$ cat src/zport_pkg.sv
/* shared types and port map of the zclk-only port block
   only the low address byte is compared, except where a15/a12/a8 are noted */
`default_nettype none

package zport_pkg;

	//////////////////////////////
	// widths
	//////////////////////////////
	localparam int ADDR_W   = 16;
	localparam int DATA_W   = 8;
	localparam int AY_SEL_W = 2;
	localparam int RD_SRC_W = 3;

	typedef logic [ADDR_W-1:0]   addr_t;   // z80 address
	typedef logic [DATA_W-1:0]   byte_t;   // data byte
	typedef logic [AY_SEL_W-1:0] ay_sel_t; // a15:a14 for the FD ports
	typedef logic [RD_SRC_W-1:0] rd_src_t; // read data source code

	// raw z80 bus, 27 bits
	typedef struct packed {
		addr_t addr;
		byte_t wdata;
		logic  iorq_n;
		logic  rd_n;
		logic  wr_n;
	} z80_bus_t;

	// single zclk pulses, one per bus cycle
	typedef struct packed {
		logic port_wr;
		logic port_rd;
	} io_strobe_t;

	// write enables, strobe already folded in
	typedef struct packed {
		logic p7ffd_wr;
		logic peff7_wr;
		logic border_wr;
		logic sdcfg_wr;
		logic sd_access; // sd data read or write
	} reg_wr_t;

	//////////////////////////////
	// low address bytes
	//////////////////////////////
	localparam byte_t PORT_FE     = 8'hFE;
	localparam byte_t PORT_F6     = 8'hF6; // border mirror
	localparam byte_t PORT_FD     = 8'hFD; // 7ffd and ay
	localparam byte_t PORT_F7     = 8'hF7; // eff7
	localparam byte_t PORT_VGCOM  = 8'h1F; // wd93 regs in shadow
	localparam byte_t PORT_VGTRK  = 8'h3F;
	localparam byte_t PORT_VGSEC  = 8'h5F;
	localparam byte_t PORT_VGDAT  = 8'h7F;
	localparam byte_t PORT_VGSYS  = 8'hFF;
	localparam byte_t PORT_KJOY   = 8'h1F; // same byte as vgcom, outside shadow
	localparam byte_t PORT_KMOUSE = 8'hDF;
	localparam byte_t PORT_SDCFG  = 8'h77;
	localparam byte_t PORT_SDDAT  = 8'h57;

	localparam byte_t IDLE_BYTE  = 8'hFF; // floating bus
	localparam byte_t SDCFG_READ = 8'h00; // card present, not write protected

	// read source codes
	localparam rd_src_t RD_KEYS  = 3'd0;
	localparam rd_src_t RD_VGSYS = 3'd1;
	localparam rd_src_t RD_KJOY  = 3'd2;
	localparam rd_src_t RD_MOUSE = 3'd3;
	localparam rd_src_t RD_SDCFG = 3'd4;
	localparam rd_src_t RD_SDDAT = 3'd5;
	localparam rd_src_t RD_IDLE  = 3'd7;

endpackage

`default_nettype wire

$ cat src/border_sd_regs.sv
/* border takes ~a3 as its top bit, so FE and F6 write different values
   sd_start fires once per sd data access, one cycle after the strobe */
`timescale 1ns/1ps
`default_nettype none

module border_sd_regs import zport_pkg::*; (
	input  wire        zclk,
	input  wire        rst_n,
	input  z80_bus_t   bus,
	input  io_strobe_t strobe,
	input  reg_wr_t    reg_wr,
	output logic [3:0] border,
	output logic       beeper_wr,
	output logic       sdcs_n,
	output logic       sd_start,
	output byte_t      sd_datain
);

	always_ff @(posedge zclk or negedge rst_n)
	begin
		if (!rst_n)
		begin
			border   <= 4'h0;
			sdcs_n   <= 1'b1;       // card deselected
			sd_start <= 1'b0;
		end
		else
		begin
			if (reg_wr.border_wr)
				border <= {~bus.addr[3], bus.wdata[2:0]};
			if (reg_wr.sdcfg_wr)
				sdcs_n <= bus.wdata[1];
			sd_start <= reg_wr.sd_access; // kick the spi engine
		end
	end

	// beeper only on exact FE
	assign beeper_wr = strobe.port_wr && (bus.addr[7:0] == PORT_FE);

	// spi shifts FF out on reads
	assign sd_datain = bus.wr_n ? IDLE_BYTE : bus.wdata;

endmodule

`default_nettype wire

$ cat src/io_cycle_detect.sv
/* a port cycle must hold iorq_n and rd_n/wr_n low for two zclk edges
   and must end before the next strobe can fire */
`timescale 1ns/1ps
`default_nettype none

module io_cycle_detect import zport_pkg::*; (
	input  wire        zclk,
	input  wire        rst_n,
	input  z80_bus_t   bus,
	output io_strobe_t strobe
);

	logic iord_act, iowr_act;   // cycle active right now
	logic iord_prev, iowr_prev; // as seen on the last edge

	assign iord_act = ~(bus.iorq_n | bus.rd_n);
	assign iowr_act = ~(bus.iorq_n | bus.wr_n);

	// rising edge of the active state gives the pulse
	always_ff @(posedge zclk or negedge rst_n)
	begin
		if (!rst_n)
		begin
			iord_prev      <= 1'b0;
			iowr_prev      <= 1'b0;
			strobe.port_rd <= 1'b0;
			strobe.port_wr <= 1'b0;
		end
		else
		begin
			iord_prev      <= iord_act;
			iowr_prev      <= iowr_act;
			strobe.port_rd <= iord_act & ~iord_prev;
			strobe.port_wr <= iowr_act & ~iowr_prev;
		end
	end

endmodule

`default_nettype wire

$ cat src/paging_regs.sv
/* rom bit follows rstrom0 until two zclk edges after reset release
   zclk must run during reset for the rom bit to be loaded */
`timescale 1ns/1ps
`default_nettype none

module paging_regs import zport_pkg::*; (
	input  wire        zclk,
	input  wire        rst_n,
	input  z80_bus_t   bus,
	input  reg_wr_t    reg_wr,
	input  wire        rstrom0,
	output byte_t      p7ffd,
	output byte_t      peff7,
	output logic [5:0] pent1m_page,
	output logic       pent1m_rom,
	output logic       pent1m_1m_on,
	output logic       pent1m_ram0_0
);

	byte_t p7ffd_q;                 // raw 7ffd
	byte_t peff7_q;                 // raw eff7
	logic  rom_q;                   // visible rom bit
	logic  rst_sync1, rst_sync2;    // reset seen on zclk
	logic  block1m, block7ffd;

	assign block1m   = peff7_q[2];               // 1m paging off
	assign block7ffd = p7ffd_q[5] & block1m;     // 48k lock

	// high while in reset and two edges past it
	always_ff @(posedge zclk or negedge rst_n)
	begin
		if (!rst_n)
		begin
			rst_sync1 <= 1'b1;
			rst_sync2 <= 1'b1;
		end
		else
		begin
			rst_sync1 <= 1'b0;
			rst_sync2 <= rst_sync1;
		end
	end

	//////////////////////////////
	// 7ffd
	//////////////////////////////
	always_ff @(posedge zclk or negedge rst_n)
	begin
		if (!rst_n)
			p7ffd_q <= '0;
		else if (reg_wr.p7ffd_wr && !block7ffd)
			p7ffd_q <= bus.wdata; // page bits 2..0 and screen bit 3
	end

	always_ff @(posedge zclk)
	begin
		if (rst_sync2)
			rom_q <= rstrom0;                     // boot rom choice
		else if (reg_wr.p7ffd_wr && !block7ffd)
			rom_q <= bus.wdata[4];
	end

	// eff7
	always_ff @(posedge zclk or negedge rst_n)
	begin
		if (!rst_n)
			peff7_q <= '0;
		else if (reg_wr.peff7_wr)
			peff7_q <= bus.wdata;
	end

	// masked views under the 1m block
	assign p7ffd = {(block1m ? 3'b000 : p7ffd_q[7:5]), rom_q, p7ffd_q[3:0]};
	assign peff7 = block1m ? {peff7_q[7], 1'b0, peff7_q[5:4], 3'b000, peff7_q[0]} : peff7_q;

	assign pent1m_page   = {p7ffd_q[7:5], p7ffd_q[2:0]};
	assign pent1m_rom    = p7ffd_q[4];
	assign pent1m_1m_on  = ~peff7_q[2];
	assign pent1m_ram0_0 = peff7_q[3];

endmodule

`default_nettype wire

$ cat src/port_decoder.sv
/* purely combinational, shadow mode is the dos input alone
   write enables are only valid while the matching strobe is high */
`timescale 1ns/1ps
`default_nettype none

module port_decoder import zport_pkg::*; (
	input  z80_bus_t   bus,
	input  io_strobe_t strobe,
	input  wire        dos,
	output logic       porthit,
	output logic       external,
	output reg_wr_t    reg_wr,
	output rd_src_t    rd_src,
	output logic       ay_bc1,
	output logic       ay_bdir
);

	byte_t   loa;      // low address byte
	ay_sel_t ay_sel;
	logic    shadow;
	logic    vg_regs;  // one of the four wd93 register ports
	logic    pre_bc1, pre_bdir;

	assign loa     = bus.addr[7:0];
	assign ay_sel  = bus.addr[15:14];
	assign shadow  = dos;
	assign vg_regs = (loa == PORT_VGCOM) || (loa == PORT_VGTRK) ||
	                 (loa == PORT_VGSEC) || (loa == PORT_VGDAT);

	//////////////////////////////
	// hits and external flag
	//////////////////////////////
	assign porthit = (loa == PORT_FE) || (loa == PORT_F6) || (loa == PORT_FD) ||
	                 (loa == PORT_KMOUSE) || (loa == PORT_SDDAT) ||
	                 ((vg_regs || loa == PORT_VGSYS) && shadow) ||    // fdc only under dos
	                 ((loa == PORT_KJOY) && !shadow) ||
	                 ((loa == PORT_F7) && !shadow) ||
	                 ((loa == PORT_SDCFG) && !shadow);

	// ay data and fdc regs are driven by their own chips
	assign external = ((loa == PORT_FD) && (ay_sel == 2'b11)) || (vg_regs && shadow);

	//////////////////////////////
	// write enables
	//////////////////////////////
	assign reg_wr.p7ffd_wr  = strobe.port_wr && (loa == PORT_FD) && !bus.addr[15];
	assign reg_wr.peff7_wr  = strobe.port_wr && (loa == PORT_F7) && bus.addr[8] &&
	                          !bus.addr[12] && !shadow; // no eff7 under dos
	assign reg_wr.border_wr = strobe.port_wr && ((loa == PORT_FE) || (loa == PORT_F6));
	assign reg_wr.sdcfg_wr  = strobe.port_wr &&
	                          (((loa == PORT_SDCFG) && !shadow) ||
	                           ((loa == PORT_SDDAT) && shadow && bus.addr[15]));
	// in shadow 57 doubles as config when a15 is set
	assign reg_wr.sd_access = (loa == PORT_SDDAT) &&
	                          ((strobe.port_wr && (!shadow || !bus.addr[15])) || strobe.port_rd);

	// read source from the low byte only
	always_comb
	begin
		case (loa)
			PORT_FE, PORT_F6: rd_src = RD_KEYS;
			PORT_VGSYS:       rd_src = RD_VGSYS;
			PORT_KJOY:        rd_src = RD_KJOY;    // hidden by external in shadow
			PORT_KMOUSE:      rd_src = RD_MOUSE;
			PORT_SDCFG:       rd_src = RD_SDCFG;
			PORT_SDDAT:       rd_src = RD_SDDAT;
			default:          rd_src = RD_IDLE;    // f7 lands here too
		endcase
	end

	//////////////////////////////
	// ay chip control
	//////////////////////////////
	assign pre_bc1  = (loa == PORT_FD) && (ay_sel == 2'b11);      // fffd reg select
	assign pre_bdir = (loa == PORT_FD) && ay_sel[1];              // fffd and bffd

	assign ay_bc1  = pre_bc1 & ~bus.iorq_n & (~bus.rd_n | ~bus.wr_n);
	assign ay_bdir = pre_bdir & ~bus.iorq_n & ~bus.wr_n;

endmodule

`default_nettype wire

$ cat src/read_mux.sv
/* dout is valid for any address, dataout says when to drive it
   external ports (ay data, fdc regs) never drive from here */
`timescale 1ns/1ps
`default_nettype none

module read_mux import zport_pkg::*; (
	input  z80_bus_t   bus,
	input  rd_src_t    rd_src,
	input  wire        external,
	input  wire        porthit,
	input  wire [4:0]  keys_in,
	input  wire        tape_read,
	input  wire [4:0]  kj_in,
	input  wire [7:0]  mus_in,
	input  wire        vg_intrq,
	input  wire        vg_drq,
	input  byte_t      sd_dataout,
	output byte_t      dout,
	output logic       dataout
);

	always_comb
	begin
		case (rd_src)
			RD_KEYS:  dout = {1'b1, tape_read, 1'b0, keys_in};
			RD_VGSYS: dout = {vg_intrq, vg_drq, 6'b111111}; // beta status
			RD_KJOY:  dout = {3'b000, kj_in};               // kempston
			RD_MOUSE: dout = mus_in;
			RD_SDCFG: dout = SDCFG_READ;
			RD_SDDAT: dout = sd_dataout;                    // last spi byte
			default:  dout = IDLE_BYTE;
		endcase
	end

	// drive the bus only on our own read cycle
	assign dataout = porthit & ~bus.iorq_n & ~bus.rd_n & ~external;

endmodule

`default_nettype wire

$ cat src/zports_top.sv
/* single zclk domain, z80 bus inputs sampled directly on zclk
   no wait states, every port answers in the cycle it is addressed */
`timescale 1ns/1ps
`default_nettype none

module zports_top import zport_pkg::*; (
	input  wire        zclk,
	input  wire        rst_n,
	input  addr_t      a,
	input  byte_t      din,
	input  wire        iorq_n,
	input  wire        rd_n,
	input  wire        wr_n,
	input  wire        dos,
	input  wire        rstrom0,
	input  wire [4:0]  keys_in,
	input  wire        tape_read,
	input  wire [4:0]  kj_in,
	input  wire [7:0]  mus_in,
	input  wire        vg_intrq,
	input  wire        vg_drq,
	input  byte_t      sd_dataout,
	output logic       porthit,
	output byte_t      dout,
	output logic       dataout,
	output logic       ay_bc1,
	output logic       ay_bdir,
	output byte_t      p7ffd,
	output byte_t      peff7,
	output logic [5:0] pent1m_page,
	output logic       pent1m_rom,
	output logic       pent1m_1m_on,
	output logic       pent1m_ram0_0,
	output logic [3:0] border,
	output logic       beeper_wr,
	output logic       sdcs_n,
	output logic       sd_start,
	output byte_t      sd_datain
);

	z80_bus_t   bus;
	io_strobe_t strobe;
	reg_wr_t    reg_wr;
	rd_src_t    rd_src;
	logic       external;

	assign bus = '{addr: a, wdata: din, iorq_n: iorq_n, rd_n: rd_n, wr_n: wr_n};

	io_cycle_detect io_cycle_detect_inst (.zclk(zclk), .rst_n(rst_n), .bus(bus), .strobe(strobe));

	port_decoder port_decoder_inst (.bus(bus), .strobe(strobe), .dos(dos), .porthit(porthit),
		.external(external), .reg_wr(reg_wr), .rd_src(rd_src), .ay_bc1(ay_bc1), .ay_bdir(ay_bdir));

	paging_regs paging_regs_inst (.zclk(zclk), .rst_n(rst_n), .bus(bus), .reg_wr(reg_wr),
		.rstrom0(rstrom0), .p7ffd(p7ffd), .peff7(peff7), .pent1m_page(pent1m_page),
		.pent1m_rom(pent1m_rom), .pent1m_1m_on(pent1m_1m_on), .pent1m_ram0_0(pent1m_ram0_0));

	border_sd_regs border_sd_regs_inst (.zclk(zclk), .rst_n(rst_n), .bus(bus), .strobe(strobe),
		.reg_wr(reg_wr), .border(border), .beeper_wr(beeper_wr), .sdcs_n(sdcs_n),
		.sd_start(sd_start), .sd_datain(sd_datain));

	read_mux read_mux_inst (.bus(bus), .rd_src(rd_src), .external(external), .porthit(porthit),
		.keys_in(keys_in), .tape_read(tape_read), .kj_in(kj_in), .mus_in(mus_in),
		.vg_intrq(vg_intrq), .vg_drq(vg_drq), .sd_dataout(sd_dataout),
		.dout(dout), .dataout(dataout));

endmodule

`default_nettype wire
$ cat config.mk
export PLATFORM = sky130hd
export DESIGN_NAME = zports_top
export DESIGN_NICKNAME = d
export VERILOG_FILES = /design/src/zport_pkg.sv /design/src/border_sd_regs.sv /design/src/io_cycle_detect.sv /design/src/paging_regs.sv /design/src/port_decoder.sv /design/src/read_mux.sv /design/src/zports_top.sv
export SDC_FILE = /design/constraint.sdc
export NUM_CORES = 1
export LEC_CHECK = 0
export ABC_AREA = 1
export BUFFER_PORTS_ARGS = -buffer_cell sky130_fd_sc_hd__buf_2
export CAP_MARGIN = 40
export CELL_PAD_IN_SITES_DETAIL_PLACEMENT = 0
export CELL_PAD_IN_SITES_GLOBAL_PLACEMENT = 1
export CORE_ASPECT_RATIO = 0.6
export CORE_MARGIN = 1.5
export CORE_UTILIZATION = 29
export CTS_CLUSTER_SIZE = 14
export DETAILED_ROUTE_END_ITERATION = 8
export PLACE_DENSITY_LB_ADDON = 0.1
export SLEW_MARGIN = 20
export SYNTH_ARGS = -nofsm -noshare
export SYNTH_HDL_FRONTEND = slang
export SYNTH_SLANG_ARGS = --single-unit
$ cat constraint.sdc
create_clock -name zclk -period 1.8 [get_ports zclk]
set_input_delay 0.09 -clock zclk [delete_from_list [all_inputs] [get_ports zclk]]
set_output_delay 0.09 -clock zclk [all_outputs]
set_load 0.02 [all_outputs]
==> impl_metrics.env <==
export IMPL_critPathMaxStageDelay_ns=0.26
export IMPL_switchingPower_mw=0.380
export IMPL_grt_total_usage_pct=16.3
export IMPL_numCtsBuffers=5
export IMPL_initial_core_util_pct=30.6
export IMPL_yosys_warnings=0
export IMPL_dieArea_um2=7060
export IMPL_p_int_mw=1.08
export IMPL_fin_skew_ns=0.00514
export IMPL_finalCoreUtilization_pct=43.8
export IMPL_status="complete, no violations"
export IMPL_grt_ovfl_total=0
export IMPL_cts_tree="built"
export IMPL_async_flop_share_pct=96.6
export IMPL_place_congestion=0.849
export IMPL_power_density_nw_per_um2=536
export IMPL_ys_seq_area_share_pct=38.6
export IMPL_ys_ff_latch=29
export IMPL_num_fill_cells=708
export IMPL_drt_vias_per_instance=4.31
export IMPL_dpl_cell_area_um2=2560
export IMPL_pwr_share_clk_pct=36.8
export IMPL_critPathBufInv=4
export IMPL_hold_violations=0
export IMPL_core_um2=6220
export IMPL_p_sw_share_pct=26.0
export IMPL_grt_pass1_vias=1861
export IMPL_end_kind="output pin"
export IMPL_post_drt_wl_per_cell_um=11.8
export IMPL_hpwl_mm=4.57
export IMPL_cts_root_buffer="clkbuf_8"
export IMPL_crit_family="simple AND/OR/NAND/NOR gates"
export IMPL_p_comb_share_pct=16.6
export IMPL_drt_antenna_violating_nets=0
export IMPL_area_growth_pct=43.4
export IMPL_drive_above_1_share_pct=39.6
export IMPL_design_area_um2=2730
export IMPL_final_nets=449
export IMPL_fin_total_pwr_mw=1.46
export IMPL_die_w_um=108
export IMPL_maxCapViolations=0
export IMPL_synthTopCellsByArea="dfrtp_1 33%, nand2_1 13%, nor2_1 8.3%, inv_1 8.1%, dfstp_2 4.1%"
export IMPL_fp_row_count=22
export IMPL_synth_top_area_share_pct=32.9
export IMPL_p_leak_nw=1.53
export IMPL_critPathRequiredTime_ns=1.71
export IMPL_synth_edff_count=1
export IMPL_crit_slowest_cell="o211ai_1"
export IMPL_ir_drop_v=0.000309
export IMPL_dr_pass1_iters=4
export IMPL_drt_iter0_drc=75
export IMPL_slew_violations=0
export IMPL_slew_limit_headroom_pct=59.2
export IMPL_power_sequential_fraction_pct=46.6
export IMPL_period_share_pct=96.2
export IMPL_worstMarginPinSlew_ns=0.611
export IMPL_crit_type="in2out"
export IMPL_die_height_um=65.7
export IMPL_setup_violations=0
export IMPL_cts_sinks=29
export IMPL_min_period_ns=1.73
export IMPL_critPathMaxFanout=6
export IMPL_syn_area_um2=1900
export IMPL_clock_latency_ns=0.27
export IMPL_crit_arrival_ns=1.64
export IMPL_start_kind="input pin"
export IMPL_port_buffers=106
export IMPL_yosys_top_cells_count="68 x nand2_1, 42 x nor2_1, 41 x inv_1"
export IMPL_htreeDepth=2
export IMPL_cp_cell_sequence="buf_2 -> nand2_1 -> inv_1 -> o211ai_1 -> ha_2 -> nand3_4 -> nand3_4 -> buf_4 -> nor2_1 -> nor2_1 -> nand2_1 -> buf_2"
export IMPL_max_freq_mhz=577
export IMPL_num_vias=2040
export IMPL_diodes=0
export IMPL_grt_max_degree=29
export IMPL_io_pins=112
export IMPL_grt_first_pass_wirelength_mm=8.82
export IMPL_synth_largest_area_cell="dfrtp_1"
export IMPL_cts_max_path_buffers=2
export IMPL_holdCritPathClass="in2reg"
export IMPL_clk_pin_slew_ns=0.06
export IMPL_antenna_found_initial=0
export IMPL_drc_errors=0
export IMPL_synthFlopType="dfrtp_1"
export IMPL_wirelength_mm=5.60
export IMPL_synth_cell_types=29
export IMPL_yosysMostFrequentCell="nand2_1"
export IMPL_fin_tns_setup_ns=0
export IMPL_syn_area_per_cell_um2=7.07
export IMPL_synthCells=269
registers in the layout (all words and copies together), names as in the netlist:
signal,count
paging_regs_inst.p7ffd_q,8
paging_regs_inst.peff7_q,8
border_sd_regs_inst.border,4
io_cycle_detect_inst.strobe,2
border_sd_regs_inst.sd_start,1
border_sd_regs_inst.sdcs_n,1
io_cycle_detect_inst.iord_prev,1
io_cycle_detect_inst.iowr_prev,1
paging_regs_inst.rom_q,1
paging_regs_inst.rst_sync1,1
paging_regs_inst.rst_sync2,1
metal layers:
| layer | share of wire, % | track usage, % | vias to the layer above |
|---|---|---|---|
| met5 | 0 | 0 | - |
| met4 | 0 | 0.987 | 0 |
| met3 | 7.3 | 4.56 | 0 |
| met2 | 36 | 21.3 | 71 |
| met1 | 56 | 26.5 | 885 |
| li1 | - | - | 1084 |
area by class of cell:
| type | count | area, um^2 | area share [%] |
|---|---|---|---|
| inverter | 41 | 154 | 5.64 |
| timing repair buffer | 124 | 688 | 25.2 |
| multi-input combinational | 187 | 955 | 35.0 |
| tap | 84 | 105 | 3.85 |
| clock buffer | 8 | 90.1 | 3.30 |
| sequential | 29 | 734 | 26.9 |
timing repair:
action                                  in CTS  in global routing
endpoints found under the hold margin       26                  0
setup buffers                                0                  3
resized for setup                            0                 10
hold buffers                                 2                  0
endpoints found under the setup margin       0                  8
cell families (layout without fill, tap and decap cells):
group	count (synthesis)	after routing	share of synthesized area (%)
other	1	2	0.197
AND/OR/NAND/NOR	152	152	38.8
buffers and inverters	54	173	13.0
AO/OA/AOI/OAI	32	32	8.76
adder cells (fa/ha/maj)	1	1	0.658
flip-flops	29	29	38.6
cell usage in the layout (no fill, tap or decap), drive strengths merged:
cell	netlist	layout
ha	1	1
nor3	3	3
o21ai	26	26
a31oi	1	1
nand3	13	13
nand4	13	13
nor3b	1	1
dfstp	3	3
dfrtp	25	25
a21oi	3	3
and2	1	1
buf	12	122
conb	1	2
dlygate4sd3	0	2
clkbuf	1	8
o211ai	2	2
nand2	74	74
inv	41	41
edfxtp	1	1
nor2	47	47
per-stage QoR:
stage               hold slack [ns]  worst slack, ns  cells
global placement              0.136           0.0943    460
floorplan                    -0.206            0.246    270
detailed placement            0.142           0.0546    460
finish                       0.0193           0.0675    473
CTS                          0.0113           0.0516    470
global route                0.00583          -0.0241    473
power by group through the flow:
| stage | Sequential (mW) | Clock (mW) | Combinational (mW) |
|---|---|---|---|
| 2_1_floorplan | 0.700 | 0 | 0.105 |
| 3_3_place_gp | 0.693 | 0 | 0.235 |
| 3_5_place_dp | 0.693 | 0 | 0.235 |
| 4_1_cts | 0.681 | 0.561 | 0.239 |
| 5_1_grt | 0.683 | 0.604 | 0.271 |
| 6_report | 0.681 | 0.538 | 0.243 |
worst paths after layout:
path / from / to / slack [ns] / cells past startpoint
setup / recovery: a[6] / dout[3] / 0.07 / 12
hold / removal: wr_n / io_cycle_detect_inst.strobe[1] / 0.02 / 2
setup reg to reg: paging_regs_inst.peff7_q[2] / paging_regs_inst.p7ffd_q[0] / 0.53 / 5
hold reg to reg: paging_regs_inst.rst_sync1 / paging_regs_inst.rst_sync2 / 0.36 / 0
max in group asynchronous: rst_n / border_sd_regs_inst.border[0] / 1.02 / 2
min in group asynchronous: rst_n / paging_regs_inst.peff7_q[5] / 0.36 / 2
No activity file was read; power rests on OpenSTA's default activity.
